$ cat src/rtl/axi_mem_pkg.sv
/* axi sram slave shared definitions
   bus widths, burst/response codes and array depth */
package axi_mem_pkg;

   // bus widths
   localparam int addr_w = 32;
   localparam int data_w = 32;
   localparam int strb_w = data_w / 8; // one strobe per byte lane
   localparam int len_w  = 8;          // axlen as beats minus one

   // backing array holds 4 KiB of words
   localparam int mem_words = 1024;
   localparam int word_aw   = 10;      // log2(mem_words)

   // only full-width beats are supported
   localparam logic [2:0] size_word = 3'b010; // 4 bytes

   // axburst encoding
   typedef logic [1:0] axi_burst_t;

   localparam axi_burst_t burst_fixed = 2'b00;
   localparam axi_burst_t burst_incr  = 2'b01;
   localparam axi_burst_t burst_wrap  = 2'b10;

   // xresp encoding without exokay or decerr
   typedef logic [1:0] axi_resp_t;

   localparam axi_resp_t resp_okay   = 2'b00;
   localparam axi_resp_t resp_slverr = 2'b10;

endpackage

$ cat src/rtl/axi_write_channel.sv
/* write result block that takes W beats into the array at the handshake edge
   and returns one B response per burst, slverr if any beat was bad */
module axi_write_channel
   import axi_mem_pkg::*;
(
   input  logic               clk,
   input  logic               rst,
   input  logic               busy,
   input  logic [word_aw-1:0] beat_addr,
   input  logic               beat_err,
   input  logic               last_beat,
   input  logic [data_w-1:0]  wdata,
   input  logic [strb_w-1:0]  wstrb,
   input  logic               wlast,
   input  logic               wvalid,
   input  logic               bready,
   output logic               step,
   output logic               wready,
   output logic               wr_req,
   output logic [word_aw-1:0] wr_addr,
   output logic [data_w-1:0]  wr_data,
   output logic [strb_w-1:0]  wr_strb,
   output axi_resp_t          bresp,
   output logic               bvalid
);

   typedef enum logic [1:0] {
      st_idle    = 2'b00, // no beat of the burst taken yet
      st_receive = 2'b01, // collecting W beats
      st_resp    = 2'b11  // B response pending
   } wr_state_t;

   wr_state_t st;
   logic      wfire;
   logic      err_acc; // sticky over the burst

   // W accepted whenever a burst is decoded and B is not outstanding
   assign wready = busy & (st != st_resp);
   assign wfire  = wvalid & wready;
   assign step   = wfire;

   // straight to the array, written at the accepting edge
   assign wr_req  = wfire & ~beat_err;
   assign wr_addr = beat_addr;
   assign wr_data = wdata;
   assign wr_strb = wstrb;

   always_ff @(posedge clk) begin
      if (rst) begin
         st <= st_idle;
      end else begin
         case (st)
            st_idle: begin
               if (wfire)
                  st <= last_beat ? st_resp : st_receive; // single beat goes direct
            end
            st_receive: begin
               if (wfire && last_beat)
                  st <= st_resp;
            end
            st_resp: begin
               if (bready)
                  st <= st_idle; // bvalid high here, so this is the B handshake
            end
            default: st <= st_idle;
         endcase
      end
   end

   // first beat restarts the error flag and later beats or into it
   always_ff @(posedge clk) begin
      if (rst)
         err_acc <= 1'b0;
      else if (wfire)
         err_acc <= (st == st_idle) ? beat_err : (err_acc | beat_err);
   end

   assign bvalid = (st == st_resp);
   assign bresp  = err_acc ? resp_slverr : resp_okay;

   // master's wlast agrees with the decoded burst length
   a_wlast_match: assert property (@(posedge clk) disable iff (rst)
      wfire && wlast |-> last_beat);

endmodule

$ cat config.mk
export PLATFORM = sky130hd
export DESIGN_NAME = axi_write_channel
export DESIGN_NICKNAME = d
export VERILOG_FILES = /design/src/rtl/axi_mem_pkg.sv /design/src/rtl/axi_write_channel.sv
export SDC_FILE = /design/constraint.sdc
export NUM_CORES = 1
export LEC_CHECK = 0
export BUFFER_PORTS_ARGS = -buffer_cell sky130_fd_sc_hd__buf_4
export CORE_ASPECT_RATIO = 0.8
export CORE_MARGIN = 2
export CORE_UTILIZATION = 26
export CTS_CLUSTER_DIAMETER = 120
export DETAILED_ROUTE_END_ITERATION = 12
export GPL_TIMING_DRIVEN = 0
export PLACE_DENSITY = 0.87
export SYNTH_ARGS = -nofsm -noshare
export SYNTH_HDL_FRONTEND = slang
export SYNTH_SLANG_ARGS = --single-unit
$ cat constraint.sdc
create_clock -name clk -period 1.7 [get_ports clk]
set_input_delay 0.17 -clock clk [delete_from_list [all_inputs] [get_ports clk]]
set_output_delay 0.17 -clock clk [all_outputs]
set_load 0.02 [all_outputs]
* Word-level counts from Yosys, hierarchy flattened
Index checks and enable logic that the tools add are counted.
** Word-level totals
- Logic and storage cells :: 23
- Input bits :: 54
- Flip-flop bits (word level) :: 3
** Operators by class
- Mux-type cells :: 7
- Reduce and logical (&&, ||, !) cells :: 3
- Equality and inequality tests :: 6
- Bitwise gates (word level) :: 5
** Operators with widths (count)
- $mux 2 :: 5
- $ne 2x2->1 const B :: 4
- $pmux 2 s3 :: 1
- $and 1x1->1 :: 3
- $reduce_and 3->1 :: 1
- $eq 2x1->1 const B :: 1
- $eq 2x2->1 const B :: 1
- $logic_not 2->1 :: 1
- $logic_and 1x1->1 :: 1
- $mux 1 :: 1
- $not 1->1 :: 1
- $or 1x1->1 :: 1

* Logic depth before layout (Yosys ltp)
- Depth after elaboration :: 6
- Gate-level depth with buffers :: 3
- Gate-level depth less buffers :: 3

* Least setup slack after synthesis
Ideal clock, no wire load.
- Kind :: reg-to-output
- From :: reg st[0]
- To :: out wr_req
- Setup slack :: 0.480 ns
- Arrival time :: 1.050 ns
- Stages on the path, launching flop included :: 4
- Path through :: dfxtp_1 nand2_1 inv_1 nor3_1
** Between the ends
- Longest elaborated chain between the ends :: 4
** Ends and longest elaborated chain
- from (decl) :: line axi_write_channel.sv:33 : wr_state_t st;
- from (signal assigned) :: line axi_write_channel.sv:50 : st <= st_idle;
- from (signal assigned) :: line axi_write_channel.sv:55 : st <= last_beat ? st_resp : st_receive;
- from (signal assigned) :: line axi_write_channel.sv:59 : st <= st_resp;
- $ne 2x2->1 :: line axi_write_channel.sv:38 : assign wready = busy & (st != st_resp);
- $and 1x1->1 :: line axi_write_channel.sv:38
- $and 1x1->1 :: line axi_write_channel.sv:39 : assign wfire = wvalid & wready;
- $and 1x1->1 :: line axi_write_channel.sv:43 : assign wr_req = wfire & ~beat_err;
- to (decl) :: line axi_write_channel.sv:19 : output logic wr_req,
No other way between the ends.

* Final worst setup path
Same ends and word-level chain as after synthesis.

==> run metrics <==
status=completed; max-cap viol count=0; CTS tree=yes; clk sinks=3; DRT iter0 DRCs=1; Final Max Slew Viols=0; Synth Register Bits=3; Post-Synthesis Cells=69; Worst Path Max Fanout=5; clock-pin slew on the worst setup and hold paths=0.03 ns; gp weighted congestion=0.589; Synth-to-Final Area Change=93.3%; share of post-route cells with drive strength above 1=83.8%; # IOs=106; Max Clock Freq=0.804 GHz; Clock Path Buffers=2; Worst R2R Path Depth=3; # diodes=0; M2 GR Usage=20.0%; CTS Hold Bufs=0; initial core utilization=27.7%; DR WL/cell=9.13 um; Detail Route Antenna Nets=0; DP HPWL=1290 um; Switch Pwr=0.000167 W; TritonCTS buffer count=3; DRC violations left=0; Seq/Total Area, Yosys=11.6%; Post-Layout Inst Area=1000 um2; DR vias/cell=3.66; RSZ-0062 raised after global routing=no; switching part of the total power=34.1%; Placement Rows=14; crit path time final=1.24 ns; commonest non-fill, non-tap cell in the layout=buf_4; layout net count=185; initial antenna violation count=0; Max stage delay on crit path=0.33 ns; Hold Crit Class=in -> reg; WP data required=1.53 ns; Mean Syn Cell Area=7.53 um2; Peak VDD IR=0.000330 V; Startpoint Class=flip-flop; hold path depth=2; clock skew=0.00157 ns; DR vias=564; CTS root buffer=clkbuf_4; Mapped Area=519 um2; Syn. warnings=0; die width=54.0 um; commonest cells after routing, fill and taps aside=105 x buf_4, 3 x inv_1, 3 x clkbuf_4, 3 x dfxtp_1; final wirelength=1410 um; largest net degree at the start of global routing=6; Synthesized Nets=123; Clock power frac=25.0%; critical path cell sequence=nand2_1 -> inv_1 -> nor3_1 -> buf_4; Leak Pwr=0.591 nW; grt met3 use=4.14%; met1 usage=8.90%; CTS resizes=0; Power Density=487 nW/um2; 1st-pass router iterations=3; # Post-CTS Setup Buffers=0; Core ar.=1870 um2; global routing's busiest layer=met2; Seq pwr share=16.1%; Netlist cell types=16; final core utilization=53.5%; Total GRT Usage=9.86%; die span in y=44.0 um; Clock Latency Late Sink=0.23 ns; combinational share of power=58.9%; vias in the first global route=484; dpl cell area=977 um2; final worst path period share=73.2%; critical setup path kind=reg -> out; slowest stage cell on the critical path=dfxtp_1; Max H-tree Level=1; CP Capture Type=primary output; grt ovf=0; first-pass GRT wire length=1770 um; total negative slack=0 ns; Die Footprint=2370 um2; final setup violation count=0; Final Hold Fails=0; IO Port Bufs=57; CP Data Arrival Time=1.07 ns; Pint=0.000322 W
-- power by group through the flow --
| stage | Sequential, W | Combinational (W) | Clock, W |
|---|---|---|---|
| floorplan | 0.0000791 | 0.000182 | 0 |
| global placement | 0.0000796 | 0.000286 | 0 |
| detailed placement | 0.0000801 | 0.000290 | 0 |
| CTS | 0.0000789 | 0.000291 | 0.000132 |
| global route | 0.0000795 | 0.000303 | 0.000136 |
| finish | 0.0000790 | 0.000288 | 0.000122 |
-- per-layer routing --
| layer | vias up | part of all wire, % |
|---|---|---|
| met5 | - | 0 |
| met4 | 0 | 0 |
| met3 | 0 | 13 |
| met2 | 45 | 58 |
| met1 | 229 | 28 |
| li1 | 290 | - |
-- kinds of logic after synthesis --
logic type	Yosys count	synth area share, %
DFF	3	11.6
AOI/OAI and AO/OA	6	7.23
and+or+nand+nor	8	8.92
other	1	0.722
buffers and inverters	51	71.6
-- Yosys cell counts, drive strengths merged --
master | n | share of area [%]
conb | 1 | 0.72
a31oi | 1 | 1.2
buf | 48 | 69
nand4b | 1 | 1.7
nand3b | 1 | 1.4
nand2 | 2 | 1.4
nor3 | 1 | 0.96
a21oi | 2 | 1.9
nor2b | 1 | 1.2
o22ai | 1 | 1.2
a211oi | 1 | 1.4
inv | 3 | 2.2
dfxtp | 3 | 12
and2 | 1 | 1.4
o31ai | 1 | 1.4
nor2 | 1 | 0.72
-- state kept, by name, indices dropped and copies added, names as in the netlist --
name,flops
err_acc,1
st,2
-- worst max-delay path, delay by kind of cell, from the launching register on --
| family | cells | cell delay [ns] |
|---|---|---|
| simple gates | 2 | 0.27 |
| flops | 1 | 0.33 |
| buf+inv | 2 | 0.24 |
-- metrics by stage --
stage | power [W] | hold WS, ns | cells | setup slack, ns
floorplan | 0.000262 | 0.239 | 69 | 0.480
global placement | 0.000365 | 0.350 | 150 | 0.723
detailed placement | 0.000370 | 0.357 | 150 | 0.696
CTS | 0.000501 | 0.109 | 154 | 0.442
global route | 0.000519 | 0.113 | 154 | 0.367
finish | 0.000489 | 0.120 | 154 | 0.456
-- area by class of cell --
type,count,area (um2)
Inverter,3,11.3
Clock buffer,4,26.3
Fill cell,185,871
Tap cell,24,30.0
Timing Repair Buffer,57,428
Multi-Input combinational cell,15,87.6
Buffer,48,360
Sequential cell,3,60.1
-- worst paths after layout --
check | to | from | slack (ns)
worst max-delay path | wr_req | st[0] | 0.46
worst min-delay path | st[1] | rst | 0.12
worst max register to register | err_acc | st[0] | 0.86
worst min register to register | err_acc | err_acc | 0.50
Power figures use the tool's default switching activity.
