**src/rtl/axi_mem_pkg.sv**
```systemverilog
/* axi sram slave shared definitions
   bus widths, burst/response codes and array depth */
package axi_mem_pkg;

   // bus widths
   localparam int addr_w = 32;
   localparam int data_w = 32;
   localparam int strb_w = data_w / 8; // one strobe per byte lane
   localparam int len_w  = 8;          // axlen as beats minus one

   // backing array holds 4 KiB of words
   localparam int mem_words = 1024;
   localparam int word_aw   = 10;      // log2(mem_words)

   // only full-width beats are supported
   localparam logic [2:0] size_word = 3'b010; // 4 bytes

   // axburst encoding
   typedef logic [1:0] axi_burst_t;

   localparam axi_burst_t burst_fixed = 2'b00;
   localparam axi_burst_t burst_incr  = 2'b01;
   localparam axi_burst_t burst_wrap  = 2'b10;

   // xresp encoding without exokay or decerr
   typedef logic [1:0] axi_resp_t;

   localparam axi_resp_t resp_okay   = 2'b00;
   localparam axi_resp_t resp_slverr = 2'b10;

endpackage

```
**src/rtl/axi_read_channel.sv**
```systemverilog
/* read result block that fetches burst beats from the array and returns them
   on R with rlast, one array read outstanding plus one held output beat */
module axi_read_channel
   import axi_mem_pkg::*;
(
   input  logic               clk,
   input  logic               rst,
   input  logic               busy,
   input  logic [word_aw-1:0] beat_addr,
   input  logic               beat_err,
   input  logic               last_beat,
   input  logic               rd_gnt,
   input  logic [data_w-1:0]  rd_data,
   input  logic               rready,
   output logic               step,
   output logic               rd_req,
   output logic [word_aw-1:0] rd_addr,
   output logic [data_w-1:0]  rdata,
   output axi_resp_t          rresp,
   output logic               rlast,
   output logic               rvalid
);

   typedef enum logic [1:0] {
      st_idle      = 2'b00, // waiting for a decoded burst
      st_fetch     = 2'b01, // beats being issued
      st_last_send = 2'b11  // last beat issued and waiting for rlast handshake
   } rd_state_t;

   rd_state_t st;
   logic      pend;       // array read data waiting in rd_data
   logic      pend_last;  // that read is the final beat
   logic      out_free;   // output slot empty or being taken
   logic      can_issue;
   logic      load;       // move array data into output slot
   logic      err_issue;  // error beat straight to output

   assign out_free  = ~rvalid | rready;
   assign can_issue = busy & out_free & (st != st_last_send);
   assign load      = pend & out_free;

   // good beats go to the array and bad ones skip it
   assign rd_req    = can_issue & ~beat_err;
   assign rd_addr   = beat_addr;
   assign err_issue = can_issue & beat_err & ~pend; // keep beat order behind array read
   assign step      = (rd_req & rd_gnt) | err_issue;

   always_ff @(posedge clk) begin
      if (rst) begin
         st <= st_idle;
      end else begin
         case (st)
            st_idle:      if (step) st <= last_beat ? st_last_send : st_fetch;
            st_fetch:     if (step && last_beat) st <= st_last_send;
            st_last_send: if (rvalid && rready && rlast) st <= st_idle;
            default:      st <= st_idle;
         endcase
      end
   end

   // outstanding array read tracking
   always_ff @(posedge clk) begin
      if (rst)
         pend <= 1'b0;
      else if (rd_req && rd_gnt)
         pend <= 1'b1;
      else if (load)
         pend <= 1'b0;
   end

   always_ff @(posedge clk) begin
      if (rd_req && rd_gnt)
         pend_last <= last_beat;
   end

   // output slot control
   always_ff @(posedge clk) begin
      if (rst) begin
         rvalid <= 1'b0;
         rlast  <= 1'b0;
      end else if (load) begin
         rvalid <= 1'b1;
         rlast  <= pend_last;
      end else if (err_issue) begin
         rvalid <= 1'b1;
         rlast  <= last_beat;
      end else if (rvalid && rready) begin
         rvalid <= 1'b0;
         rlast  <= 1'b0;
      end
   end

   // output slot payload
   always_ff @(posedge clk) begin
      if (load) begin
         rdata <= rd_data;
         rresp <= resp_okay;
      end else if (err_issue) begin
         rdata <= '0;          // no data on slverr
         rresp <= resp_slverr;
      end
   end

   // R payload held while master stalls
   a_r_hold: assert property (@(posedge clk) disable iff (rst)
      rvalid && !rready |=> rvalid && $stable(rdata) && $stable(rlast));

endmodule

```
**config.mk**
```make
export PLATFORM = sky130hd
export DESIGN_NAME = axi_read_channel
export DESIGN_NICKNAME = d
export VERILOG_FILES = /design/src/rtl/axi_mem_pkg.sv /design/src/rtl/axi_read_channel.sv
export SDC_FILE = /design/constraint.sdc
export NUM_CORES = 1
export LEC_CHECK = 0
export ABC_AREA = 1
export BUFFER_PORTS_ARGS = -buffer_cell sky130_fd_sc_hd__buf_4
export CORE_ASPECT_RATIO = 1.75
export CORE_UTILIZATION = 40
export CTS_CLUSTER_DIAMETER = 100
export DETAILED_ROUTE_END_ITERATION = 8
export PLACE_DENSITY = 0.74
export SKIP_CTS_REPAIR_TIMING = 1
export SYNTH_ARGS = -nofsm -noshare
export SYNTH_HDL_FRONTEND = slang
export SYNTH_SLANG_ARGS = --single-unit
```
**constraint.sdc**
```tcl
create_clock -name clk -period 2.3 [get_ports clk]
set_input_delay 0.115 -clock clk [delete_from_list [all_inputs] [get_ports clk]]
set_output_delay 0.115 -clock clk [all_outputs]
set_load 0.02 [all_outputs]
```
# Word level (Yosys, flattened, before mapping)

Index checks and enable logic that the tools add are counted.

Equality and inequality tests: 6
Muxes and demuxes: 14
Reduce and logical (&&, ||, !) cells: 9
Bitwise logic cells: 12

Operators by type and width:

| cell                                                             | count |
|---|---|
| 32-bit 2-to-1 mux                                                | 2 |
| 2-bit 2-to-1 mux                                                 | 4 |
| 2-bit inequality test (second input constant)                    | 4 |
| 1-bit AND                                                        | 7 |
| 1-bit 2-to-1 mux                                                 | 7 |
| 2-bit case mux with 3 select lines                               | 1 |
| 1-bit logical AND                                                | 4 |
| 2-bit nonzero test                                               | 2 |
| 1-bit inverter                                                   | 3 |
| 3-bit AND reduction                                              | 1 |
| 3-bit nonzero test                                               | 1 |
| 2-bit by 1-bit == test with 1-bit output (second input constant) | 1 |
| 2-bit == test (second input constant)                            | 1 |
| 2-bit zero test                                                  | 1 |
| 1-bit bitwise OR                                                 | 2 |

Input bits: 49
Register bits: 39
Output and inout port bits: 48
Word-level logic and storage cells: 48

# Depth between registers and ports, before layout

Gate-level depths: netlist of the first run.

Depth in word-level cells: 10
Mapped depth: 9
Mapped depth without buffers: 9

# Least setup slack after synthesis of the first run

No wires, ideal clock.

Kind: register to register
From: register rvalid
To: register rlast
Slack: 701 ps
Period minus slack after synthesis: 1599 ps
Setup time: 70 ps
Cell stages (with the launch flop): 7
Path buffers: 0
Required time: 2230 ps
Arrival: 1529 ps
Path through: dfxtp_1 > nand2_4 > nand2_2 > nand2_2 > a21oi_2 > o21ai_1 > a21oi_1

Cells in the longest elaborated chain, start to end: 8
Elaborated cells on any way between the ends: 11
Those cells by class: mux (2); bitwise (7); reduce/logical (2)

RTL lines:

| item                   | RTL line               | RTL |
|---|---|---|
| from (decl)            | axi_read_channel.sv:21 | `output logic rvalid` |
| from (signal assigned) | axi_read_channel.sv:79 | `rvalid <= 1'b0;` |
| from (signal assigned) | axi_read_channel.sv:82 | `rvalid <= 1'b1;` |
| from (signal assigned) | axi_read_channel.sv:85 | `rvalid <= 1'b1;` |
| 1-bit inverter         | axi_read_channel.sv:38 | `assign out_free = ~rvalid \| rready;` |
| 1-bit bitwise OR       | axi_read_channel.sv:38 |  |
| 1-bit AND (2 in a row) | axi_read_channel.sv:39 | `assign can_issue = busy & out_free & (st != st_last_send);` |
| 1-bit AND (2 in a row) | axi_read_channel.sv:45 | `assign err_issue = can_issue & beat_err & ~pend;` |
| 1-bit 2-to-1 mux       | axi_read_channel.sv:84 | `end else if (err_issue) begin` |
| 1-bit 2-to-1 mux       | axi_read_channel.sv:81 | `end else if (load) begin` |
| to (signal assigned)   | axi_read_channel.sv:83 | `rlast <= pend_last;` |
| to (signal assigned)   | axi_read_channel.sv:86 | `rlast <= last_beat;` |
| to (decl)              | axi_read_channel.sv:20 | `output logic rlast,` |

Several ways; a longest one is shown, not always the timed one.
A chain may end at the register's enable or synchronous reset.

# Final worst setup path of the first run

From: register pend
To: register rdata[4], enable pin

Cells in the longest elaborated chain, start to end: 3
Elaborated cells on any way between the ends: 4
Those cells by class: bitwise (3); reduce/logical (1)

RTL lines:

| item                                    | RTL line               | RTL |
|---|---|---|
| from (decl)                             | axi_read_channel.sv:31 | `logic pend;` |
| from (signal assigned)                  | axi_read_channel.sv:64 | `pend <= 1'b0;` |
| from (signal assigned)                  | axi_read_channel.sv:66 | `pend <= 1'b1;` |
| from (signal assigned)                  | axi_read_channel.sv:68 | `pend <= 1'b0;` |
| 1-bit inverter                          | axi_read_channel.sv:45 |  |
| 1-bit AND                               | axi_read_channel.sv:45 |  |
| 2-bit nonzero test (no source line) (*) | --                     |  |
| to (signal assigned)                    | axi_read_channel.sv:96 | `rdata <= rd_data;` |
| to (decl)                               | axi_read_channel.sv:18 | `output logic [data_w-1:0] rdata,` |

Every way passes the cells marked *; elsewhere a longest branch is shown, timed or not.

==> results of run 1 <==
flip-flops by register name, indices dropped and copies added, names as in the netlist:
register   flops
rvalid         1
pend_last      1
rlast          1
rresp          1
st             2
pend           1
rdata         32
report_power, final:
part	internal, mW	switching [mW]
logic	0.133	0.164
clock network	0.240	0.218
registers	0.825	0.0197
total	1.20	0.402
synthesized netlist by cell type:
cell	number
edfxtp_1	33
o21ai_0	2
dfxtp_1	6
buf_2	3
nand2_4	1
nand2_2	4
o21ai_4	1
conb_1	1
nand2_1	9
inv_1	44
nand4_1	1
a21oi_1	4
nor2_1	37
buf_4	11
a21oi_2	1
nand4_4	2
inv_2	1
nand3_1	3
o21ai_1	1
kinds of logic after synthesis:
kind of cell    Yosys count  synth area share [%]
simple gates             57                  15.9
buf+inv                  59                  15.5
other cells               1                 0.219
flops                    39                  64.8
compound gates            9                  3.50
final cells by class:
type,instances,area share (%)
clock buffer,7,3.65
clock inverter,1,0.158
inverter,45,7.13
multi-input combinational,67,14.2
sequential,39,46.9
tap,49,2.59
timing repair buffer,78,25.4
worst paths after layout:
kind	startpoint	to	slack, ps	cells after the start
min	last_beat	pend_last$_DFFE_PP_	30	1
min reg2reg	rresp[1]$_SDFFE_PP0P_	rresp[1]$_SDFFE_PP0P_	460	2
max	pend$_SDFFE_PP0P_	rdata[4]$_SDFFCE_PN0P_	770	4
max reg2reg	pend$_SDFFE_PP0P_	rdata[4]$_SDFFCE_PN0P_	770	4
through the flow:
stage	setup WS (ps)	util, %	instance area, um2	hold WS, ps
6_report	766	57.6	2370	28.0
5_1_grt	641	57.6	2370	11.7
4_1_cts	725	57.4	2360	0.500
3_5_place_dp	745	55.2	2270	230
3_3_place_gp	795	55.2	2270	230
2_1_floorplan	701	-	1710	187
worst reg2reg max path: cells and delay by family, from the launching register on:
| family | cells | cell delay (ps) |
|---|---|---|
| buffers and inverters | 1 | 220 |
| AND/OR/NAND/NOR | 3 | 680 |
| flip-flops | 1 | 340 |
routing by layer:
metal	vias to the layer above	wire, um	part of all wire, %
met5	-	0	0
met1	555	1090	35
met2	47	1710	55
li1	631	-	-
met4	0	78	2.5
met3	9	231	7.4
==> out/results.ini, run 1 <==
[global_routing]
use_met1_pct=14.7
grt_use_met2_pct=24.8
grt_use_met3_pct=4.30
grt_start_max_net_pins=36
antenna_found_initial=0
overflow=0
first_global_vias=1113
grt_usage_pct=14.3
busiest_layer=met2
grt_first_pass_wirelength_um=4690

[pwr]
leakage_nw=1.21
power_density_nw_per_um2=676
finalPower_mw=1.60
vdd_drop_max_v=0.000514

[clock_tree]
clk_latency_ps=290
cts.sinks=39
clock-root-buffer=clkbuf_8
clockBufferDepth=2
cts_tree=done
h-tree-depth=2
clkTransAtPathRegs_ps=70
numCtsBuffers=5

[outcome]
outcome=finished, final reports clean

[timing]
rsz0062_at_grt=no
clock_skew_ps=5.36
fmax_mhz=652
fin_crit_sh_pct=66.7
finalHoldViolations=0
setup_viol=0
min_period_ps=1530
fin_tns_setup_ps=0
slew_violations=0

[floorplanning]
core_area_um2=4110
ioPinCount=97
die_height_um=88.6
initial_core_util_pct=41.7
die_width_um=51.5
rows=31
dieArea_um2=4560

[worst_setup_path]
cp-end-kind=flip-flop
critPathMaxFanout=18
cpPeakStageDelay_ps=340
path_class=reg2reg
worstPathRequired_ps=2300
start_kind=flip-flop
cp_top_family=simple AND/OR/NAND/NOR gates
slowest_stage=dfxtp_1
cp_num_buf_inv=1
crit_chain=nor2_1 -> nand4_4 -> nand2_2 -> buf_12
cp_data_arrival_time_ps=1530

[layout]
regArea_um2=1110
final_common_cell=buf_4
layout.cells.non_filler=286
multiInputGateArea_um2=337
drive_above_1_share_pct=39.2
syn2layout_area_growth_pct=38.2
fin_nets=285
n_fill_cell=391
diodes=0
mostFrequentLayoutCells=76 x buf_4, 44 x inv_1, 37 x nor2_1

[logic_synthesis]
ys_ff_latch=39
yosysUniqueCellTypes=19
syn_area_per_cell_um2=10.4
synth_area_um2=1710
yosysTopAreaCellShare_pct=57.8
synth_nets=214
yosysTopAreaCell=edfxtp_1
synthCells=165
ys.warnings.count=0
yosys-top-cells-area=edfxtp_1 58%, inv_1 9.6%, nor2_1 8.1%
yosysSeqAreaShare_pct=64.8

[worst_hold_path]
hold_class=in2reg

[placement]
dp.final_hpwl_um=2380
io_buffers=75
routabilityCongestion=0.780
dp_cells=277

[detailed_routing]
ant_nets=0
first_pass_iters=4
postRouteWirelength_um=3110
drt_iter0_markers=23
vias=1242
drc=0
post_drt_wl_per_cell_um=10.9
viasPerCell=4.34

[run]
maxCapViolations=0

No activity file was read; power rests on OpenSTA's default activity.
==> inputs of run 2 (changes only) <==
CORE_UTILIZATION = 39   (was 40)
PLACE_DENSITY = 0.75   (was 0.74)
clock period = 1.4 ns   (was 2.3 ns; I/O delays follow)
==> run 2 against run 1 <==
Wire length grew 4.4%; register-to-register slack worse by 640 ps; hold slack improved by 51 ps; sequential power up 64%; combinational power up 72%; global-route usage increased by 1.1 points; final cell count rose by 1.0%; design area rose by 3.9%; critical path type is now reg2out.
==> out/results.ini, run 2 (synthesis results as in run 1) <==
[global_routing]
overflow=0  ; unchanged
grt_first_pass_wirelength_um=5290  ; +13%
first_global_vias=1303  ; +17%
grt_usage_pct=15.4  ; +1.1 points
grt_start_max_net_pins=20  ; -44%
antenna_found_initial=0  ; unchanged

[placement]
dp_cells=279  ; +0.72%
routabilityCongestion=0.745  ; -4.4%
io_buffers=75  ; unchanged
dp_slack_ps=94.9  ; -650 ps
dp.final_hpwl_um=2550  ; +7.1%

[clock_tree]
cts_tree=done
h-tree-depth=2  ; unchanged
clockBufferDepth=2  ; unchanged
numCtsBuffers=5  ; unchanged
clk_latency_ps=280  ; about the same
clkTransAtPathRegs_ps=70  ; about the same
cts.sinks=39  ; unchanged
clock-root-buffer=clkbuf_8

[floorplanning]
ioPinCount=97  ; unchanged
die_height_um=89.7  ; +1.2%
die_width_um=52.1  ; +1.2%
dieArea_um2=4670  ; +2.5%
initial_core_util_pct=40.9  ; -0.77 points
core_area_um2=4190  ; +1.9%
rows=31  ; unchanged

[worst_setup_path]
critPathMaxFanout=5  ; -13
cp_top_family=flip-flops
cpPeakStageDelay_ps=350  ; about the same
path_class=reg2out
cp-end-kind=output pin
slowest_stage=dfxtp_1
cp_data_arrival_time_ps=1230  ; -300 ps
cp_num_buf_inv=1  ; unchanged
start_kind=flip-flop
worstPathRequired_ps=1330  ; -970 ps
crit_chain=nor2_2 -> nand4_4 -> o21ai_4 -> buf_4

[layout]
post-route-util_pct=58.7  ; +1.1 points
drive_above_1_share_pct=41.7  ; +2.4 points
final_common_cell=buf_4
syn2layout_area_growth_pct=43.5
mostFrequentLayoutCells=77 x buf_4, 44 x inv_1, 36 x nor2_1
n_fill_cell=362  ; -7.4%
largest_reg_flops=32  ; unchanged
reg_top3=rdata: 32 flops, st: 2 flops
layout.cells.non_filler=289  ; +1.0%
fin_nets=288  ; +1.1%
top_register=rdata
diodes=0  ; unchanged

[run]
maxCapViolations=0  ; unchanged

[timing]
setup_viol=0  ; unchanged
setup_slack_ps=98.8  ; -667 ps
clock_skew_ps=4.22  ; -1.14 ps
fmax_mhz=769
fin_crit_sh_pct=92.9
fin_tns_setup_ps=0  ; unchanged
min_period_ps=1300
rsz0062_at_grt=no
finalHoldViolations=0  ; unchanged
slew_violations=0  ; unchanged

[detailed_routing]
first_pass_iters=4  ; unchanged
ant_nets=0  ; unchanged
post_drt_wl_per_cell_um=11.2  ; +3.4%
drt_iter0_markers=17  ; -26%
vias=1251  ; +0.72%
viasPerCell=4.33  ; -0.32%
drc=0  ; unchanged
postRouteWirelength_um=3250  ; +4.4%

[worst_hold_path]
hold_class=in2reg

[outcome]
outcome=finished, final reports clean

[pwr]
power_density_nw_per_um2=1210  ; +79%
leakage_nw=1.25  ; +3.2%
vdd_drop_max_v=0.000932  ; +81%

## run 2: cell count changes in the layout (fill, tap and decap cells not counted), sizes merged
cell,previous run,this run
bufinv,0,2
clkbuf,7,6
clkinv,1,0
buf,77,79
dlygate4sd3,1,2
## run 2: area by class of cell
class / instances / area [um2] / share of cell area (%)
clock buffer: 6 / 72.6 / 2.95
clock inverter: 2 / 60.1 / 2.44
timing repair buffer: 81 / 638 / 25.9
sequential: 39 / 1110 / 45.3
tap: 49 / 61.3 / 2.49
inverter: 45 / 169 / 6.87
multi-input combinational: 67 / 344 / 14.0
## run 2: final timing paths
path | startpoint | endpoint | slack (ps) | depth (start not counted)
setup reg to reg | pend$_SDFFE_PP0P_ | rlast$_SDFFE_PP0P_ | 130 | 7
hold / removal | rd_data[21] | rdata[21]$_SDFFCE_PN0P_ | 80 | 3
setup / recovery | pend$_SDFFE_PP0P_ | step | 100 | 4
hold reg to reg | rresp[1]$_SDFFE_PP0P_ | rresp[1]$_SDFFE_PP0P_ | 460 | 2
## run 2: worst register-to-register path, cell delays in order (launching register included)
cell,delay (ps)
dfxtp_1,350
nor2_2,160
nand4_4,150
nand2_4,130
buf_12,160
a21oi_2,60
o21ai_1,110
a21oi_1,50
## run 2: metrics by stage
stage                     hold slack [ps]  cell area (um2)  total power, mW
final                                79.4             2460             2.98
after global routing                 63.5             2460             3.11
after CTS                           -45.8             2430             3.00
after detailed placement              140             2300             1.93
after global placement                140             2300             1.92
after floorplan                       142             1720             1.71
## run 2: routing by layer
metal | vias to the layer above | share of wire (%) | GRT usage, % | wire length (um)
met4 | 0 | 2.3 | 9.01 | 74
met1 | 555 | 32 | 13.2 | 1050
met5 | - | 0 | 0 | 0
met2 | 49 | 58 | 28.7 | 1890
met3 | 8 | 7.1 | 4.40 | 231
li1 | 639 | - | - | -
## run 2: power breakdown
part           internal, mW  switching, mW  leakage (nW)
Clock                 0.712          0.363        0.0654
Sequential             1.36         0.0326         0.378
Combinational         0.236          0.276         0.808
Total                  2.30          0.672          1.25
