[src/rtl/axi_mem_pkg.sv]
/* axi sram slave shared definitions
   bus widths, burst/response codes and array depth */
package axi_mem_pkg;

   // bus widths
   localparam int addr_w = 32;
   localparam int data_w = 32;
   localparam int strb_w = data_w / 8; // one strobe per byte lane
   localparam int len_w  = 8;          // axlen as beats minus one

   // backing array holds 4 KiB of words
   localparam int mem_words = 1024;
   localparam int word_aw   = 10;      // log2(mem_words)

   // only full-width beats are supported
   localparam logic [2:0] size_word = 3'b010; // 4 bytes

   // axburst encoding
   typedef logic [1:0] axi_burst_t;

   localparam axi_burst_t burst_fixed = 2'b00;
   localparam axi_burst_t burst_incr  = 2'b01;
   localparam axi_burst_t burst_wrap  = 2'b10;

   // xresp encoding without exokay or decerr
   typedef logic [1:0] axi_resp_t;

   localparam axi_resp_t resp_okay   = 2'b00;
   localparam axi_resp_t resp_slverr = 2'b10;

endpackage

[src/rtl/axi_burst_addr.sv]
/* address channel decoder that latches one AR/AW request, checks legality
   and walks the per-beat word address for fixed, incr and wrap bursts */
module axi_burst_addr
   import axi_mem_pkg::*;
(
   input  logic               clk,
   input  logic               rst,
   input  logic [addr_w-1:0]  addr,
   input  logic [len_w-1:0]   len,
   input  logic [2:0]         size,
   input  axi_burst_t         burst,
   input  logic               valid,
   input  logic               step,      // current beat consumed by channel
   output logic               ready,
   output logic               busy,
   output logic [word_aw-1:0] beat_addr,
   output logic               beat_err,
   output logic               last_beat
);

   logic [word_aw:0]   cur_word;  // extra msb flags incr overrun
   logic [word_aw:0]   next_word;
   logic [word_aw:0]   wrap_mask;
   logic [len_w-1:0]   len_q;
   logic [len_w-1:0]   beat_cnt;
   axi_burst_t         burst_q;
   logic               req_err;   // whole burst illegal
   logic               bad_size;
   logic               bad_wrap;
   logic               bad_addr;

   assign ready = ~busy;

   // legality of the incoming request
   assign bad_size = (size != size_word);
   assign bad_addr = (addr[addr_w-1:word_aw+2] != '0); // past top of array
   always_comb begin
      bad_wrap = 1'b0;
      if (burst == burst_wrap)
         bad_wrap = !(len == 8'd1 || len == 8'd3 || len == 8'd7 || len == 8'd15);
      else if (burst == 2'b11)
         bad_wrap = 1'b1; // reserved burst type
   end

   // beats are one word each, so beat count minus one is the wrap mask
   assign wrap_mask = {{(word_aw-3){1'b0}}, len_q[3:0]};

   always_comb begin
      case (burst_q)
         burst_fixed: next_word = cur_word;
         burst_wrap:  next_word = (cur_word & ~wrap_mask) | ((cur_word + 1'b1) & wrap_mask);
         default:     next_word = cur_word + 1'b1; // incr
      endcase
   end

   always_ff @(posedge clk) begin
      if (rst) begin
         busy <= 1'b0;
      end else if (valid && ready) begin
         busy <= 1'b1;
      end else if (step && last_beat) begin
         busy <= 1'b0; // burst done
      end
   end

   // request payload and walking address
   always_ff @(posedge clk) begin
      if (valid && ready) begin
         cur_word <= {1'b0, addr[word_aw+1:2]}; // byte to word index
         len_q    <= len;
         burst_q  <= burst;
         req_err  <= bad_size | bad_wrap | bad_addr;
         beat_cnt <= '0;
      end else if (step) begin
         cur_word <= next_word;
         beat_cnt <= beat_cnt + 1'b1;
      end
   end

   assign beat_addr = cur_word[word_aw-1:0];
   assign beat_err  = req_err | cur_word[word_aw]; // illegal burst or incr overrun
   assign last_beat = (beat_cnt == len_q);

   // channel only consumes beats of a captured burst
   a_step_busy: assert property (@(posedge clk) disable iff (rst) step |-> busy);

endmodule

[config.mk]
export PLATFORM = sky130hd
export DESIGN_NAME = axi_burst_addr
export DESIGN_NICKNAME = d
export VERILOG_FILES = /design/src/rtl/axi_mem_pkg.sv /design/src/rtl/axi_burst_addr.sv
export SDC_FILE = /design/constraint.sdc
export NUM_CORES = 1
export LEC_CHECK = 0
export BUFFER_PORTS_ARGS = -buffer_cell sky130_fd_sc_hd__buf_2
export CAP_MARGIN = 40
export CORE_MARGIN = 2
export CORE_UTILIZATION = 48
export DETAILED_ROUTE_END_ITERATION = 10
export PLACE_DENSITY_LB_ADDON = 0.15
export SLEW_MARGIN = 10
export SYNTH_ARGS = -nofsm -noshare
export SYNTH_HDL_FRONTEND = slang
export SYNTH_SLANG_ARGS = --single-unit
[constraint.sdc]
create_clock -name clk -period 1.6 [get_ports clk]
set_input_delay 0 -clock clk [delete_from_list [all_inputs] [get_ports clk]]
set_output_delay 0 -clock clk [all_outputs]
set_load 0.01 [all_outputs]
======== Yosys cells after proc, flatten, opt, wreduce, memory -nomap -nowiden ========
Cells that the tools add are included.
word-level totals
  input bits .............................. 49
  output and inout port bits .............. 14
  register bits after elaboration ......... 31
  logic and storage cells ................. 47
cells by class
  muxes and demuxes ....................... 7
  bitwise gates (word level) .............. 9
  add/sub/neg operators ................... 2
  equal/unequal tests ..................... 10
  reductions and logical operators ........ 12
operators with widths
  operator                                             number
  one-hot mux 11 bit (2 select lines)                  1
  2-to-1 mux 10 bit                                    2
  nonzero test 20 bit                                  1
  adder 11 x 1 -> 11 bit, second input constant        1
  bitwise AND 11 bit                                   1
  bitwise AND 11 x 4 -> 11 bit                         1
  NOT 4 -> 11 bit                                      1
  bitwise OR 11 bit                                    1
  adder 8 x 1 -> 8 bit, second input constant          1
  equality test 8 x 1 -> 1 bit, second input constant  1
  equality test 8 x 2 -> 1 bit, second input constant  1
  equality test 8 x 3 -> 1 bit, second input constant  1
  equality test 8 x 4 -> 1 bit, second input constant  1
  equality test 8 bit                                  1
  equality test 2 bit, second input constant           3
  2-to-1 mux 1 bit                                     4
  AND reduction 2 bit                                  2
  nonzero test 2 bit                                   2
  logical OR 1 bit                                     3
  != test 3 x 2 -> 1 bit, second input constant        1
  bitwise OR 1 bit                                     3
  logical AND 1 bit                                    2
  logical NOT 2 bit                                    1
  != test 2 bit, second input constant                 1
  2 further kinds                                      3

======== Depth between registers and ports, before layout ========
Gate-level depths: netlist of run 1.
  depth after elaboration ................. 8
  depth in mapped cells ................... 6
  mapped depth without buffers ............ 5

======== Worst setup path before layout of run 1 ========
Ideal clock, no wire load.
  path kind ............................... reg-to-reg
  start point ............................. register busy
  end point ............................... register burst_q[0] (enable)
  data required time ...................... 1.263 ns
  arrival ................................. 1.035 ns
  clock period less this slack ............ 1.372 ns
  stages on the path, launching flop included .. 5
  buffers on the path ..................... 1
  slack ................................... 0.228 ns
  setup time .............................. 0.337 ns
  cell sequence ........................... dfxtp_1 > inv_1 > nand2_1 > inv_1 > buf_2
between the ends
  word-level cells in the longest chain between the ends .. 2
RTL lines
  what                    RTL line              text
  start, declared         axi_burst_addr.sv:15  output logic busy,
  start signal, assigned  axi_burst_addr.sv:58  busy <= 1'b0;
  start signal, assigned  axi_burst_addr.sv:60  busy <= 1'b1;
  start signal, assigned  axi_burst_addr.sv:62  busy <= 1'b0;
  NOT 1 bit               axi_burst_addr.sv:32  assign ready = ~busy;
  via ready               axi_burst_addr.sv:14  output logic ready,
  logical AND 1 bit       axi_burst_addr.sv:68  if (valid && ready) begin
  end signal, assigned    axi_burst_addr.sv:71  burst_q <= burst;
  end, declared           axi_burst_addr.sv:26  axi_burst_t burst_q;
The timed path passes the listed nets, and every way through them passes these cells.
A chain may end at the register's enable or synchronous reset.

==> metrics.csv, run 1 <==
stage,metric,value,unit
die,Starting Density,49.8,%
logic_synthesis,Async SR Flop Fraction,0,%
timing,Final Skew,17.6,ps
die,Die Ht,62.8,um
clock_tree,clk_lat worst skew,340,ps
logic_synthesis,Synth Instances,161,
setup_path,CP Cell Sequence,ha_1 > nand3_1 > nor2_1 > xnor2_1 > o21ai_0,
finish,final std cells w/o fill,287,
timing,RSZ-0062 raised after global routing,no,
timing,setup slack after layout,184,ps
logic_synthesis,adder-cell area share of the yosys netlist,1.51,%
setup_path,CP max stage delay,400,ps
placed_design,routability cong.,0.836,
die,Cell Rows,21,
timing,setup_tns,0,ps
logic_synthesis,"Seq/Total Area, Yosys",50.0,%
placed_design,placed insts,257,
logic_synthesis,Post-Synth Simple-Gate Area,21.1,%
power,Clk pwr share,24.5,%
logic_synthesis,Post-Synth XOR/XNOR Area,12.1,%
routing,Wirelength per Cell,12.4,um
logic_synthesis,mux contribution to synthesized area,0.603,%
worst_hold_path,HP Class,in2reg,
finish,# diodes,0,
setup_path,Setup CP Type,reg2reg,
run,Max-cap violations,0,
clock_tree,post_cts resized,0,
global_route,GR Overflow Total,0,
logic_synthesis,"Avg Cell Area, Syn",10.3,um^2
logic_synthesis,largest family of logic cells by synthesized area,simple AND/OR/NAND/NOR gates,
power,total internal power,0.00132,W
logic_synthesis,synth unique cells,33,
global_route,global-route wire length before repair,6060,um
timing,min Tclk post-route,1420,ps
clock_tree,deepest clock path buffer count,2,
setup_path,CP max stage cell,edfxtp_1,
logic_synthesis,top-count cell post-synth,nand2_1,
power,NetSw,0.000560,W
routing,DRC errors left,0,
finish,Syn-to-layout area delta,34.9,%
global_route,largest net degree at the start of global routing,24,
die,IO Count,63,
routing,1st-iter DRT viols,48,
clock_tree,Sink Count,31,
power,Logic pwr share,20.9,%
logic_synthesis,Yosys top cell by area,edfxtp_1,
setup_path,Critical Path End Type,flip-flop,
clock_tree,CTS tree,yes,
die,placeable core region,0.00334,mm^2
placed_design,PortBufs,60,
timing,max-slew violation count,0,
global_route,Total GRT Usage,19.9,%
timing,Worst-Margin Slew,292,ps
logic_synthesis,Yosys warning count,0,
power,VDD IR max,442,uV
global_route,vias in the first global route,1422,
routing,total length of routed wires,3570,um
power,Switching Fraction,29.8,%
power,PD cells,840,mW/mm^2
routing,Post-DRT Antenna Nets,0,
timing,count of final setup violators,0,
setup_path,arrival time worst endpoint,1490,ps
power,register share of total power,54.6,%
placed_design,dpl ws,198,ps
routing,vias per cell,5.00,
routing,drt first pass iters,4,
finish,nets,291,
logic_synthesis,Synth area leaders,"edfxtp_1, dfxtp_1, xnor2_1, nand2_1, buf_4",
run_status,status,finished clean,
logic_synthesis,syn nets,212,
timing,Rel. slew slack,80.4,%
timing,Fmax achieved,706,MHz
routing,via count,1434,
global_route,initial antenna violation count,0,
logic_synthesis,"FF+latch count, synth",31,
clock_tree,"Reg clk slew, reported paths",120,ps
worst_hold_path,Hold Crit Depth,3,
logic_synthesis,"EDFF count, synth",21,
setup_path,startpoint types,flip-flop,
setup_path,WP data required,1680,ps
logic_synthesis,Synth top cells by count,"nand2_1, edfxtp_1, xnor2_1",
timing,Tcrit/Tclk final,88.5,%
setup_path,CP max FO,4,
clock_tree,Max H-tree Level,2,
die,die area,0.00395,mm^2
power,leakage power,0.910,nW
clock_tree,Num CTS Buffers,5,
logic_synthesis,post-synthesis compound-gate area fraction,8.52,%
logic_synthesis,area share of the largest cell type after synthesis,38.0,%
placed_design,HPWL Detailed,2660,um
logic_synthesis,Mapped Area,0.00166,mm^2
logic_synthesis,ys flop type,edfxtp_1,
finish,ratio of cells with drive above 1 in the final layout,32.0,%
clock_tree,Root Buffer Master,clkbuf_4,
setup_path,FF-to-FF path depth,5,
timing,final hold vios,0,
die,Die Wd,62.8,um
==> timing repair <==
action,CTS,global route
hold endpoints to repair,21,0
setup buffers,0,0
hold buffers,22,0
==> critical path: cells and delay by family, from the launching register on <==
| family | cells | cell delay [ps] |
|---|---|---|
| XOR/XNOR | 1 | 120 |
| AO/OA/AOI/OAI | 1 | 100 |
| adder cells (fa/ha/maj) | 1 | 240 |
| flip-flops | 1 | 400 |
| AND/OR/NAND/NOR | 2 | 310 |
==> logic make-up after synthesis <==
family	Yosys count
adders and majority gates	2
and+or+nand+nor	65
DFF	31
AOI/OAI and AO/OA	23
muxes	1
xor gates and xnor gates	23
buffers and inverters	16
==> path summary, 6_finish.rpt <==
| path | slack, ps | end | start |
|---|---|---|---|
| max | 180 | cur_word[8] | flip-flop |
| min | 10 | cur_word[0] | addr[2] |
| max reg2reg | 180 | cur_word[8] | flip-flop |
| min reg2reg | 520 | beat_cnt[7] | beat_cnt[7] |
==> sequential cells by signal, summed over array words and instances (netlist names), named ones only <==
name,flops
beat_cnt,8
cur_word,8
len_q,8
burst_q,2
busy,1
req_err,1
==> per-layer routing <==
layer | routed length [um] | global-route usage [%] | vias up | part of all wire [%]
met2 | 1750 | 35.1 | 54 | 49
li1 | - | - | 725 | -
met5 | 0 | 0 | - | 0
met4 | 40 | 6.67 | 0 | 1.1
met1 | 1540 | 22.8 | 649 | 43
met3 | 238 | 6.31 | 6 | 6.7
==> final cells by class <==
type	count	area [um^2]
Fill cell	268	1100
Tap cell	46	57.6
Inverter	3	11.3
Clock inverter	3	18.8
Sequential cell	31	831
Timing Repair Buffer	85	556
Multi-Input combinational cell	114	728
Clock buffer	5	37.5
==> stage by stage <==
step	hold WS (ps)	area [um^2]	util [%]	total power [W]
after floorplan	72.1	1660	-	0.00128
after global placement	158	1960	58.8	0.00138
after detailed placement	171	1960	58.8	0.00140
after CTS	1.69	2240	67.1	0.00190
after global routing	13.0	2240	67.1	0.00198
final	11.6	2240	67.1	0.00188
==> power by group through the flow <==
stage	logic [W]	registers (W)	clock network, W
4_1_cts	0.000395	0.00103	0.000478
3_5_place_dp	0.000350	0.00105	0
5_1_grt	0.000438	0.00104	0.000504
3_3_place_gp	0.000338	0.00104	0
2_1_floorplan	0.000250	0.00103	0
6_report	0.000393	0.00103	0.000462
==> placed cells by master, fill, tap and decap left out <==
| master | synthesis | layout |
|---|---|---|
| clkinvlp_4 | 0 | 1 |
| or3_1 | 2 | 2 |
| nor4_4 | 1 | 1 |
| nand3_1 | 4 | 4 |
| edfxtp_1 | 21 | 21 |
| nor2_1 | 14 | 14 |
| inv_1 | 3 | 3 |
| nand2b_1 | 1 | 1 |
| dlygate4sd3_1 | 0 | 22 |
| nand4b_1 | 1 | 1 |
| ha_1 | 2 | 2 |
| mux2i_1 | 1 | 1 |
| o21ai_0 | 11 | 11 |
| a21oi_1 | 3 | 3 |
| nand2_1 | 22 | 22 |
| xnor2_1 | 15 | 15 |
| clkbuf_4 | 0 | 5 |
| nor2b_1 | 1 | 1 |
| or2_2 | 1 | 1 |
| nor4_1 | 5 | 5 |
| o31ai_1 | 3 | 3 |
| inv_4 | 0 | 1 |
| buf_2 | 3 | 60 |
| and3_1 | 2 | 2 |
| nand4_4 | 1 | 1 |
| dfxtp_1 | 10 | 10 |
| buf_12 | 0 | 1 |
| o21a_1 | 3 | 3 |
| a311oi_1 | 1 | 1 |
| o21ai_2 | 1 | 1 |
| buf_4 | 10 | 2 |
| clkinv_2 | 0 | 1 |
| nor4b_1 | 1 | 1 |
| nor3_1 | 2 | 2 |
| nand4_1 | 5 | 5 |
| xor2_1 | 8 | 8 |
| nor2_2 | 1 | 1 |
| a211o_1 | 1 | 1 |
| nand4_2 | 1 | 1 |
(Power assumes the default switching activity.)
==> run 2, diff against run 1 <==
--- a/config.mk
+++ b/config.mk
@@ -10,3 +10,3 @@
 export CORE_MARGIN = 2
-export CORE_UTILIZATION = 48
+export CORE_UTILIZATION = 45
 export DETAILED_ROUTE_END_ITERATION = 10
==> constraint.sdc (replaced) <==
create_clock -name clk -period 1.6 [get_ports clk]
set_input_delay 0.16 -clock clk [delete_from_list [all_inputs] [get_ports clk]]
set_output_delay 0.16 -clock clk [all_outputs]
set_load 0.01 [all_outputs]
==> run 2 against run 1 <==
Maximum frequency shrank 2.3%. Via count down 5.5%. Die area rose by 6.2%. Largest cell class unchanged. Register-to-register slack improved by 20 ps. Critical path depth fell by 1. Flip-flop and latch count unchanged. Clock-buffer cell count rose by 3. Wire length shrank 9.9%. Non-clock buffer count decreased by 21.
==> metrics.csv, run 2 (synthesis results as in run 1) <==
stage,metric,value,unit
global_route,vias in the first global route,1380,
setup_path,Critical Path End Type,primary output,
die,Die Ht,64.7,um
timing,Rel. slew slack,80.1,%
clock_tree,Root Buffer Master,clkbuf_8,
clock_tree,deepest clock path buffer count,2,
clock_tree,CTS tree,yes,
timing,Tcrit/Tclk final,90.6,%
setup_path,CP max stage cell,edfxtp_1,
routing,total length of routed wires,3220,um
finish,nets,270,
routing,DRC errors left,0,
die,Die Wd,64.7,um
placed_design,PortBufs,60,
setup_path,r2r endpoint,cur_word[10],
timing,Final Skew,3.34,ps
worst_hold_path,HP Class,in2reg,
die,Cell Rows,22,
finish,# diodes,0,
timing,count of final setup violators,0,
power,Logic pwr share,17.8,%
finish,final std cells w/o fill,268,
global_route,Total GRT Usage,17.5,%
clock_tree,clk_lat worst skew,270,ps
setup_path,startpoint types,flip-flop,
routing,1st-iter DRT viols,80,
global_route,largest net degree at the start of global routing,20,
clock_tree,Sink Count,31,
timing,Fmax achieved,690,MHz
global_route,global-route wire length before repair,5630,um
power,leakage power,0.827,nW
finish,"commonest non-fill, non-tap cell in the layout",buf_2,
worst_hold_path,hold worst-path end,busy,
finish,Syn-to-layout area delta,22.9,%
timing,setup_tns,0,ps
timing,min Tclk post-route,1450,ps
placed_design,routability cong.,0.809,
power,Clk pwr share,29.0,%
routing,vias per cell,5.06,
timing,Worst-Margin Slew,298,ps
clock_tree,CTS Hold Buffers Added,0,
placed_design,dpl ws,188,ps
routing,via count,1355,
timing,RSZ-0062 raised after global routing,no,
routing,Post-DRT Antenna Nets,0,
setup_path,FF-to-FF path depth,5,
power,register share of total power,53.2,%
clock_tree,post_cts resized,0,
finish,most frequent cells in the layout,"buf_2, nand2_1, edfxtp_1",
die,placeable core region,0.00361,mm^2
finish,ratio of cells with drive above 1 in the final layout,34.1,%
finish,top flop regs,"beat_cnt: 8 flops, cur_word: 8 flops, len_q: 8 flops",
setup_path,CP Cell Sequence,xnor2_1 > nand4_1 > nor2_1 > buf_2,
die,die area,0.00419,mm^2
clock_tree,postcts setup bufs,0,
power,PD cells,947,mW/mm^2
setup_path,CP max stage delay,440,ps
setup_path,Crit path max-delay family,flip-flops,
finish,post-route cell area,0.00204,mm^2
run_status,status,finished clean,
global_route,GR Overflow Total,0,
clock_tree,"Reg clk slew, reported paths",60,ps
power,Switching Fraction,26.3,%
setup_path,CP max FO,3,
worst_hold_path,HP Start,rst,
worst_hold_path,Hold Crit Depth,2,
routing,Wirelength per Cell,12.0,um
placed_design,area post-placement,0.00196,mm^2
clock_tree,Num CTS Buffers,5,
placed_design,placed insts,260,
setup_path,R2R setup slack,200,ps
setup_path,CP bufs+invs,1,
power,total internal power,0.00142,W
timing,final hold vios,0,
die,Starting Density,46.0,%
timing,max-slew violation count,0,
setup_path,WP data required,1440,ps
timing,setup slack after layout,151,ps
run,Max-cap violations,0,
clock_tree,Max H-tree Level,2,
setup_path,arrival time worst endpoint,1290,ps
placed_design,HPWL Detailed,2580,um
die,IO Count,63,
routing,drt first pass iters,4,
power,VDD IR max,441,uV
setup_path,Setup CP Type,reg2out,
power,NetSw,0.000507,W
global_route,initial antenna violation count,0,
[run 2: cell count changes in the layout (fill, tap and decap cells not counted)]
cell / before / now
dlygate4sd3_1: 22 / 0
clkbuf_4: 5 / 0
clkbuf_8: 0 / 5
clkbuf_1: 0 / 3
buf_4: 2 / 4
buf_12: 1 / 0
clkinv_2: 1 / 0
clkinvlp_4: 1 / 0
inv_4: 1 / 0
[run 2: how the worst max path moves through the flow]
| stage | start | endpoint | cells past startpoint |
|---|---|---|---|
| 3_3_place_gp | flip-flop | cur_word[8] | 5 |
| 4_1_cts | len_q[3] | last_beat | 4 |
| 2_1_floorplan | busy | burst_q[0] | 4 |
| 6_report | len_q[1] | last_beat | 4 |
| 3_5_place_dp | flip-flop | cur_word[8] | 5 |
| 5_1_grt | len_q[3] | last_beat | 4 |
[run 2: power groups by stage]
stage | combinational, W | sequential, W | clock, W
after floorplan | 0.000250 | 0.00103 | 0
after global placement | 0.000336 | 0.00104 | 0
after detailed placement | 0.000347 | 0.00105 | 0
after CTS | 0.000348 | 0.00103 | 0.000584
after global routing | 0.000390 | 0.00104 | 0.000620
final | 0.000344 | 0.00103 | 0.000560
[run 2: worst reg2reg max path: cells and delay by family (launching register included)]
| family | cells | cell delay [ps] |
|---|---|---|
| and+or+nand+nor | 3 | 480 |
| xor gates and xnor gates | 1 | 170 |
| DFF | 1 | 390 |
| adders and majority gates | 1 | 250 |
[run 2: final cells by class]
class / count / area (um^2)
clock buffer: 8 / 80.1
timing repair buffer: 64 / 330
fill: 324 / 1570
inverter: 3 / 11.3
multi-input combinational: 114 / 728
tap: 48 / 60.1
sequential: 31 / 831
[run 2: routing by layer]
metal  GRT usage (%)  share of wire (%)  vias to the layer above
li1                -                  -                      681
met1            19.8                 43                      613
met2            30.9                 49                       54
met3            4.34                6.4                        7
met4            7.71                1.4                        0
met5               0                  0                        -
[run 2: per-stage QoR]
stage	hold slack (ps)	total power, W	utilization [%]
3_5_place_dp	320	0.00139	54.4
4_1_cts	31.3	0.00196	56.6
3_3_place_gp	322	0.00138	54.4
2_1_floorplan	232	0.00128	-
5_1_grt	46.7	0.00205	56.6
6_report	42.5	0.00193	56.6
